==> src/dnc_write_pkg.sv <==
// Shared types for the DNC write-head parameter stage.
// Imported by every RTL module and by the testbench.
`default_nettype none

package dnc_write_pkg;

  // Signed fixed-point word, fraction width set per module
  typedef logic signed [31:0] fix_t;

  // APB request from the host
  typedef struct packed {
    logic [7:0]  paddr;
    logic        psel;
    logic        penable;
    logic        pwrite;
    logic [31:0] pwdata;
  } apb_req_t;

  // APB response back to the host
  typedef struct packed {
    logic [31:0] prdata;
    logic        pready;
    logic        pslverr;
  } apb_rsp_t;

  // Register offsets
  typedef enum logic [7:0] {
    REG_CTRL         = 8'h00,
    REG_BETA_IN      = 8'h04,
    REG_GATE_IN      = 8'h08,
    REG_BETA_OUT     = 8'h0C,
    REG_GATE_OUT     = 8'h10,
    REG_STRENGTH_OUT = 8'h14
  } reg_addr_e;

  // Operation controller
  typedef enum logic {
    IDLE,
    BUSY
  } ctrl_state_e;

  // Result record, 96 bits
  typedef struct packed {
    fix_t beta;
    fix_t gate;
    fix_t gated_strength;
  } head_params_t;

endpackage

`default_nettype wire

==> src/dnc_apb_regs.sv <==
// APB register block: operands, control and results of the write head.
// Issues one start pulse per operation and captures the result record on done.
`default_nettype none

module dnc_apb_regs (
  input  logic                        clk,
  input  logic                        rst_n,
  input  dnc_write_pkg::apb_req_t     apb_req,
  output dnc_write_pkg::apb_rsp_t     apb_rsp,
  output logic                        start,
  output dnc_write_pkg::fix_t         beta_in,
  output dnc_write_pkg::fix_t         gate_in,
  input  logic                        done,
  input  dnc_write_pkg::head_params_t params
);
  import dnc_write_pkg::*;

  //////////////////////////////////////////////////////////////////////
  // Address decode
  //////////////////////////////////////////////////////////////////////

  ctrl_state_e  state;
  head_params_t params_q;
  logic         done_q;
  logic         busy;
  logic         access;
  logic         addr_ok;
  logic         read_only;
  logic         err;
  logic         wr_ok;
  logic         start_req;
  logic [31:0]  rdata;

  // Zero wait states, the access phase completes the transfer
  assign access = apb_req.psel & apb_req.penable;
  assign busy   = (state == BUSY);

  always_comb begin
    addr_ok   = 1'b1;
    read_only = 1'b0;
    rdata     = '0;
    case (apb_req.paddr)
      REG_CTRL:         rdata = {30'd0, done_q, busy};
      REG_BETA_IN:      rdata = beta_in;
      REG_GATE_IN:      rdata = gate_in;
      REG_BETA_OUT: begin
        rdata     = params_q.beta;
        read_only = 1'b1;
      end
      REG_GATE_OUT: begin
        rdata     = params_q.gate;
        read_only = 1'b1;
      end
      REG_STRENGTH_OUT: begin
        rdata     = params_q.gated_strength;
        read_only = 1'b1;
      end
      default:          addr_ok = 1'b0;
    endcase
  end

  // Unmapped offset, or a write into a result register
  assign err       = ~addr_ok | (apb_req.pwrite & read_only);
  assign wr_ok     = access & apb_req.pwrite & ~err;
  // Start while busy is dropped without an error
  assign start_req = wr_ok & (apb_req.paddr == REG_CTRL) & apb_req.pwdata[0] & ~busy;

  assign apb_rsp.prdata  = rdata;
  assign apb_rsp.pready  = 1'b1;
  assign apb_rsp.pslverr = apb_req.psel & err;

  //////////////////////////////////////////////////////////////////////
  // Operand registers
  //////////////////////////////////////////////////////////////////////

  // Units latch on start, so writes here during BUSY hit the next run
  always_ff @(posedge clk or negedge rst_n) begin
    if (!rst_n) begin
      beta_in <= '0;
      gate_in <= '0;
    end else if (wr_ok) begin
      if (apb_req.paddr == REG_BETA_IN)
        beta_in <= apb_req.pwdata;
      if (apb_req.paddr == REG_GATE_IN)
        gate_in <= apb_req.pwdata;
    end
  end

  //////////////////////////////////////////////////////////////////////
  // Controller and result capture
  //////////////////////////////////////////////////////////////////////

  always_ff @(posedge clk or negedge rst_n) begin
    if (!rst_n) begin
      state    <= IDLE;
      start    <= 1'b0;
      done_q   <= 1'b0;
      params_q <= '0;
    end else begin
      // Single-cycle pulse
      start <= 1'b0;
      case (state)
        IDLE: begin
          if (start_req) begin
            state  <= BUSY;
            start  <= 1'b1;
            // Sticky done clears on the new operation
            done_q <= 1'b0;
          end
        end
        BUSY: begin
          if (done) begin
            state    <= IDLE;
            params_q <= params;
            done_q   <= 1'b1;
          end
        end
        default: state <= IDLE;
      endcase
    end
  end

endmodule

`default_nettype wire

==> src/dnc_write_strength.sv <==
// Write strength unit, beta = oneplus(beta^) = 1 + softplus(beta^).
// Two register stages, ready pulses two cycles after start.
`default_nettype none

module dnc_write_strength #(
  parameter int FRAC_BITS = 16
) (
  input  logic                clk,
  input  logic                rst_n,
  input  logic                start,
  input  dnc_write_pkg::fix_t beta_in,
  output logic                ready,
  output dnc_write_pkg::fix_t beta
);
  import dnc_write_pkg::*;

  localparam fix_t ONE = fix_t'(1) <<< FRAC_BITS;
  localparam fix_t TWO = fix_t'(2) <<< FRAC_BITS;

  // Piecewise softplus regions
  typedef enum logic [1:0] {
    RGN_LOW,
    RGN_MID,
    RGN_HIGH
  } region_e;

  fix_t               shifted;
  logic signed [63:0] sq_d;
  region_e            rgn_d;
  fix_t               x_q;
  region_e            rgn_q;
  logic signed [63:0] sq_q;
  logic               valid_q;
  fix_t               softplus;

  // Stage 1 classify, square of (x+2) in the middle region
  always_comb begin
    shifted = beta_in + TWO;
    sq_d    = '0;
    if (beta_in <= -TWO) begin
      rgn_d = RGN_LOW;
    end else if (beta_in >= TWO) begin
      rgn_d = RGN_HIGH;
    end else begin
      rgn_d = RGN_MID;
      // Full 64-bit product, 2*FRAC_BITS fraction bits
      sq_d  = shifted * shifted;
    end
  end

  always_ff @(posedge clk) begin
    if (start) begin
      x_q   <= beta_in;
      rgn_q <= rgn_d;
      sq_q  <= sq_d;
    end
  end

  // Stage 2 divide by 8 and drop FRAC_BITS in one floor shift
  always_comb begin
    case (rgn_q)
      RGN_MID:  softplus = fix_t'(sq_q >>> (FRAC_BITS + 3));
      RGN_HIGH: softplus = x_q;
      default:  softplus = '0;
    endcase
  end

  always_ff @(posedge clk) begin
    if (valid_q)
      beta <= softplus + ONE;
  end

  always_ff @(posedge clk or negedge rst_n) begin
    if (!rst_n) begin
      valid_q <= 1'b0;
      ready   <= 1'b0;
    end else begin
      valid_q <= start;
      ready   <= valid_q;
    end
  end

endmodule

`default_nettype wire

==> src/dnc_write_gate.sv <==
// Write gate unit, g = hard sigmoid(g^).
// One register stage, ready pulses one cycle after start.
`default_nettype none

module dnc_write_gate #(
  parameter int FRAC_BITS = 16
) (
  input  logic                clk,
  input  logic                rst_n,
  input  logic                start,
  input  dnc_write_pkg::fix_t gate_in,
  output logic                ready,
  output dnc_write_pkg::fix_t gate
);
  import dnc_write_pkg::*;

  localparam fix_t ONE  = fix_t'(1) <<< FRAC_BITS;
  localparam fix_t TWO  = fix_t'(2) <<< FRAC_BITS;
  localparam fix_t HALF = fix_t'(1) <<< (FRAC_BITS - 1);

  fix_t gate_d;

  // Clamp outside [-2, 2], linear slope 1/4 inside
  always_comb begin
    if (gate_in <= -TWO)
      gate_d = '0;
    else if (gate_in >= TWO)
      gate_d = ONE;
    else
      gate_d = HALF + (gate_in >>> 2);
  end

  // Operand taken on start only
  always_ff @(posedge clk) begin
    if (start)
      gate <= gate_d;
  end

  always_ff @(posedge clk or negedge rst_n) begin
    if (!rst_n)
      ready <= 1'b0;
    else
      ready <= start;
  end

endmodule

`default_nettype wire

==> src/dnc_write_combine.sv <==
// Joins beta and g once both units have answered and forms g*beta.
// Done pulses one cycle after the later of the two ready pulses.
`default_nettype none

module dnc_write_combine #(
  parameter int FRAC_BITS = 16
) (
  input  logic                        clk,
  input  logic                        rst_n,
  input  logic                        strength_ready,
  input  dnc_write_pkg::fix_t         beta,
  input  logic                        gate_ready,
  input  dnc_write_pkg::fix_t         gate,
  output logic                        done,
  output dnc_write_pkg::head_params_t params
);
  import dnc_write_pkg::*;

  fix_t               beta_q;
  fix_t               gate_q;
  fix_t               beta_cur;
  fix_t               gate_cur;
  logic               have_beta;
  logic               have_gate;
  logic               beta_avail;
  logic               gate_avail;
  logic               both;
  logic signed [63:0] product;

  // Bypass the latch on the ready cycle itself
  always_comb begin
    beta_cur   = strength_ready ? beta : beta_q;
    gate_cur   = gate_ready ? gate : gate_q;
    beta_avail = strength_ready | have_beta;
    gate_avail = gate_ready | have_gate;
    both       = beta_avail & gate_avail;
    product    = gate_cur * beta_cur;
  end

  always_ff @(posedge clk) begin
    if (strength_ready)
      beta_q <= beta;
    if (gate_ready)
      gate_q <= gate;
    // Gated strength keeps FRAC_BITS after a floor shift
    if (both)
      params <= '{beta: beta_cur,
                  gate: gate_cur,
                  gated_strength: fix_t'(product >>> FRAC_BITS)};
  end

  // Arrival flags clear when the record goes out
  always_ff @(posedge clk or negedge rst_n) begin
    if (!rst_n) begin
      have_beta <= 1'b0;
      have_gate <= 1'b0;
      done      <= 1'b0;
    end else begin
      have_beta <= beta_avail & ~both;
      have_gate <= gate_avail & ~both;
      done      <= both;
    end
  end

endmodule

`default_nettype wire

==> src/dnc_write_head.sv <==
// Top of the DNC write-head parameter stage, reached only over APB.
// FRAC_BITS sets the fraction width of every fixed-point word.
`default_nettype none

module dnc_write_head #(
  parameter int FRAC_BITS = 16
) (
  input  logic                    clk,
  input  logic                    rst_n,
  input  dnc_write_pkg::apb_req_t apb_req,
  output dnc_write_pkg::apb_rsp_t apb_rsp
);
  import dnc_write_pkg::*;

  logic         start;
  fix_t         beta_in;
  fix_t         gate_in;
  logic         strength_ready;
  fix_t         beta;
  logic         gate_ready;
  fix_t         gate;
  logic         done;
  head_params_t params;

  //////////////////////////////////////////////////////////////////////
  // Host side
  //////////////////////////////////////////////////////////////////////

  dnc_apb_regs u_regs (
    .clk     (clk),
    .rst_n   (rst_n),
    .apb_req (apb_req),
    .apb_rsp (apb_rsp),
    .start   (start),
    .beta_in (beta_in),
    .gate_in (gate_in),
    .done    (done),
    .params  (params)
  );

  //////////////////////////////////////////////////////////////////////
  // Parameter units, both started together
  //////////////////////////////////////////////////////////////////////

  dnc_write_strength #(.FRAC_BITS(FRAC_BITS)) u_strength (
    .clk     (clk),
    .rst_n   (rst_n),
    .start   (start),
    .beta_in (beta_in),
    .ready   (strength_ready),
    .beta    (beta)
  );

  dnc_write_gate #(.FRAC_BITS(FRAC_BITS)) u_gate (
    .clk     (clk),
    .rst_n   (rst_n),
    .start   (start),
    .gate_in (gate_in),
    .ready   (gate_ready),
    .gate    (gate)
  );

  // Result record back to the register block
  dnc_write_combine #(.FRAC_BITS(FRAC_BITS)) u_combine (
    .clk            (clk),
    .rst_n          (rst_n),
    .strength_ready (strength_ready),
    .beta           (beta),
    .gate_ready     (gate_ready),
    .gate           (gate),
    .done           (done),
    .params         (params)
  );

endmodule

`default_nettype wire

==> config.mk <==
export PLATFORM = sky130hd
export DESIGN_NAME = dnc_write_head
export DESIGN_NICKNAME = d
export VERILOG_FILES = /design/src/dnc_write_pkg.sv /design/src/dnc_apb_regs.sv /design/src/dnc_write_strength.sv /design/src/dnc_write_gate.sv /design/src/dnc_write_combine.sv /design/src/dnc_write_head.sv
export SDC_FILE = /design/constraint.sdc
export NUM_CORES = 2
export LEC_CHECK = 0
export ABC_CLOCK_PERIOD_IN_PS = 13700
export BUFFER_PORTS_ARGS = -buffer_cell sky130_fd_sc_hd__buf_2
export CORE_ASPECT_RATIO = 0.5
export CORE_MARGIN = 2
export CORE_UTILIZATION = 40
export DETAILED_ROUTE_END_ITERATION = 10
export SLEW_MARGIN = 10
export SYNTH_ARGS = -nofsm -noshare
export SYNTH_HDL_FRONTEND = slang
export SYNTH_SLANG_ARGS = --single-unit
export TNS_END_PERCENT = 10
==> constraint.sdc <==
create_clock -name clk -period 13.7 [get_ports clk]
set_input_delay 2.74 -clock clk [delete_from_list [all_inputs] [get_ports clk]]
set_output_delay 2.74 -clock clk [all_outputs]
set_load 0.01 [all_outputs]
==> results.json <==
{
  "cpMostUsedCell": "fa_1",
  "yosysWarnings": 0,
  "cp_slowest_cell": "clkinv_1",
  "first_global_vias": 52200,
  "power.internal_mw": 2.13,
  "htreeDepth": 2,
  "synthToLayoutAreaGrowth_pct": 6.64,
  "via_per_inst": 4.98,
  "track_usage_pct": 22.5,
  "holdBufCountCts": 0,
  "rsz0062_at_grt": "no",
  "antenna_left": 0,
  "die_height_microns": 304,
  "clk_pin_slew_worst_paths_ns": 0.06,
  "max_freq_mhz": 96.8,
  "yosysSeqAreaShare_pct": 17.0,
  "drv_cap": 0,
  "finClkSkew_ns": 0.0312,
  "synth.distinct_cells": 79,
  "hold_start": "u_combine.have_gate",
  "r2r_cells": 29,
  "dieWidth_microns": 605,
  "core-area_sq_um": 179000,
  "grt_overflow": 0,
  "post_cts_buffers": 0,
  "synthesis.instances": 7187,
  "cts_resized": 0,
  "switching_share_pct": 21.5,
  "worst_pin_slew_ns": 1.21,
  "status": "complete, no violations",
  "cp_slowest_stage_delay_ns": 0.88,
  "drc": 0,
  "min_to": "u_combine.have_beta",
  "whs_ns": 0.445,
  "whs_path_depth": 1,
  "layout_min_cycle_time_ns": 10.33,
  "die_area_sq_um": 184000,
  "synthTopCellsByArea": "fa_1 (46%), inv_1 (10%), edfxtp_1 (9.4%)",
  "ys.flop_type": "edfxtp_1",
  "cts_tree": "built",
  "worst-setup-path-type": "flip-flop to flip-flop",
  "arrival_ns": 10.66,
  "clockBufferDepth": 3,
  "syn_area_sq_um": 72100,
  "post_drt_wl_per_cell_microns": 20.9,
  "cp.required_ns": 14.03,
  "grt_pass1_wl_microns": 314000,
  "setup_tns_ns": 0,
  "power_frac_comb_pct": 1.1,
  "vias": 47700,
  "end_kind": "flip-flop",
  "fill_cells": 17400,
  "cp_max_fo": 34,
  "slew_headroom_pct": 18.9,
  "ios": 79,
  "cts_buffers": 44,
  "antenna_found_initial": 8,
  "nNetsFinal": 9181,
  "regToRegSetupSlack_ns": 3.37,
  "min_period_over_period_pct": 75.4,
  "seqPwrFrac_pct": 52.7,
  "finalHoldViolations": 0,
  "synth_edf_count": 225,
  "r2r_end": "u_combine.params[27]",
  "yosysTopAreaCellShare_pct": 46.3,
  "hpwlAfterDp_microns": 155000,
  "final_layout_size_suffix_gt1_share_pct": 7.19,
  "drt_iter0_drc": 3843,
  "hp-class": "flip-flop to flip-flop",
  "cts_root_buffer": "clkbuf_16",
  "cp-start-kind": "flip-flop",
  "grt_max_degree": 72,
  "total_power_mw": 2.71,
  "reg2reg_from": "u_gate.ready",
  "numClockSinks": 457,
  "portBuffers": 77,
  "synth_area_leader_cell": "fa_1",
  "p_per_area_nw_per_um2": 35.2,
  "clkLatencyLatePin_ns": 0.60,
  "dr.pass1.iters": 8,
  "setup_viol": 0,
  "wirelength_microns": 200000,
  "ir_drop_mv": 0.0944,
  "async_flop_share_pct": 36.8,
  "clockPowerShare_pct": 46.2,
  "syn_area_per_cell_sq_um": 10.0,
  "drv_slew": 0,
  "p_switching_uw": 582,
  "gp_congestion": 0.903,
  "row_count": 110,
  "start_util_pct": 40.2,
  "p_leak_nw": 38.6,
  "ys_ff_latch": 457
}
## worst max-delay path by stage
stage,from,end,depth (start not counted)
after floorplan,u_gate.ready,u_combine.params[25],29
after global placement,u_gate.ready,u_combine.params[31],29
after detailed placement,u_regs.beta_in[18],u_strength.sq_q[50],31
after CTS,u_regs.beta_in[18],u_strength.sq_q[50],31
after global routing,u_regs.beta_in[18],u_strength.sq_q[43],31
final,u_gate.ready,u_combine.params[27],29
## layout make-up
cell class / count / area [sq um] / area share, %
clock inverter: 19 / 209 / 0.272
clock buffer: 63 / 1260 / 1.64
timing repair buffer: 193 / 1260 / 1.64
inverter: 1982 / 7440 / 9.67
sequential: 457 / 12300 / 15.9
multi-input combinational: 4448 / 51500 / 66.9
tap: 2408 / 3010 / 3.92
antenna: 4 / 10.0 / 0.0130
## sequential cells by signal (all words and copies together), names as in the netlist
signal and flops:
u_strength.sq_q 32, u_regs.done_q 1, u_strength.x_q 32, u_combine.gate_q 32, u_combine.beta_q 32, u_strength.ready 1
u_combine.have_beta 1, u_gate.ready 1, u_regs.gate_in 32, u_strength.rgn_q 2, u_regs.params_q 96, u_regs.beta_in 32
u_gate.gate 31, u_combine.done 1, u_strength.beta 32, u_regs.busy 1, u_regs.start 1, u_combine.params 96
u_combine.have_gate 1
## critical path, delay by kind of cell (launching register included)
family	cells	cell delay (ns)
flops	1	0.81
simple gates	4	0.40
xor+xnor	1	0.07
fa+ha+maj	9	4.19
mux	1	0.81
compound gates	7	2.07
buf+inv	7	1.68
## stage by stage
| stage | setup WS (ns) | cells | cell area, sq um | utilization, % |
|---|---|---|---|---|
| global route | 2.72 | 9570 | 76900 | 42.9 |
| CTS | 3.43 | 9570 | 76900 | 42.9 |
| global placement | 3.59 | 9488 | 75400 | 42.0 |
| finish | 3.37 | 9574 | 76900 | 42.9 |
| detailed placement | 3.45 | 9488 | 75400 | 42.0 |
| floorplan | 3.95 | 7193 | 72200 | - |
## routing by layer
layer	track usage (%)	vias up	wire length (microns)
met4	7.47	6	7700
met2	36.5	1712	92400
met3	4.64	308	16600
li1	-	20800	-
met5	0.413	-	129
met1	30.3	24900	83300
## cells by family (layout without fill, tap and decap cells)
| family | Yosys count | count (layout) | share of synthesized area (%) |
|---|---|---|---|
| compound gates | 312 | 312 | 3.27 |
| other cells | 2 | 12 | 0.0104 |
| mux | 230 | 230 | 3.52 |
| xor+xnor | 170 | 170 | 2.06 |
| simple gates | 1718 | 1718 | 10.0 |
| fa+ha+maj | 2010 | 2010 | 52.2 |
| flops | 457 | 457 | 17.0 |
| buf+inv | 2288 | 2257 | 11.9 |
## power by group through the flow
stage / combinational (mW) / sequential, mW / clock [mW]
CTS: 0.0319 / 1.43 / 1.27
global placement: 0.0320 / 1.46 / 0
detailed placement: 0.0318 / 1.46 / 0
global route: 0.0340 / 1.43 / 1.32
finish: 0.0311 / 1.43 / 1.25
floorplan: 0.00572 / 1.46 / 0
## cell usage after synthesis, types with 3 or more instances
cell and count:
or2_2 7, a21oi_2 4, a21o_1 39, a21oi_1 56, dfrtp_1 168, nand2_1 1081, edfxtp_1 225, a211oi_1 11
xor2_1 52, o21a_1 14, buf_1 27, a221oi_1 4, a211o_1 4, and3_1 34, nor2_1 326, nor2b_1 27
o21bai_1 4, nand4_1 16, mux2_2 188, nor3_1 14, o211ai_1 5, xnor2_1 118, dfxtp_1 64, a22oi_1 56
inv_1 1958, o21ai_1 3, a31oi_1 6, ha_1 340, and2_1 137, and4_1 6, nor3b_1 3, fa_1 1670
inv_2 8, nand3_1 26, a2111oi_0 3, o21ai_0 33, clkinv_1 16, a222oi_1 30, mux2i_1 41, nor4_1 17
a22o_1 8, nand2b_1 13, clkbuf_1 275
## cell usage in the layout, fill, tap and decap left out, types with 30 or more instances in the layout
cell       instances
xnor2_1          114
nand2_1         1080
nor2_1           323
and3_1            34
and2_1           138
fa_1            1670
a22oi_1           56
clkbuf_16         45
buf_4            116
mux2i_1           33
buf_2             76
edfxtp_1         225
a222oi_1          30
a21o_1            39
mux2_2           188
inv_1           1953
dfxtp_1           64
o21ai_0           32
a21oi_1           56
xor2_1            48
ha_1             340
dfrtp_1          162
(Power assumes the default switching activity.)
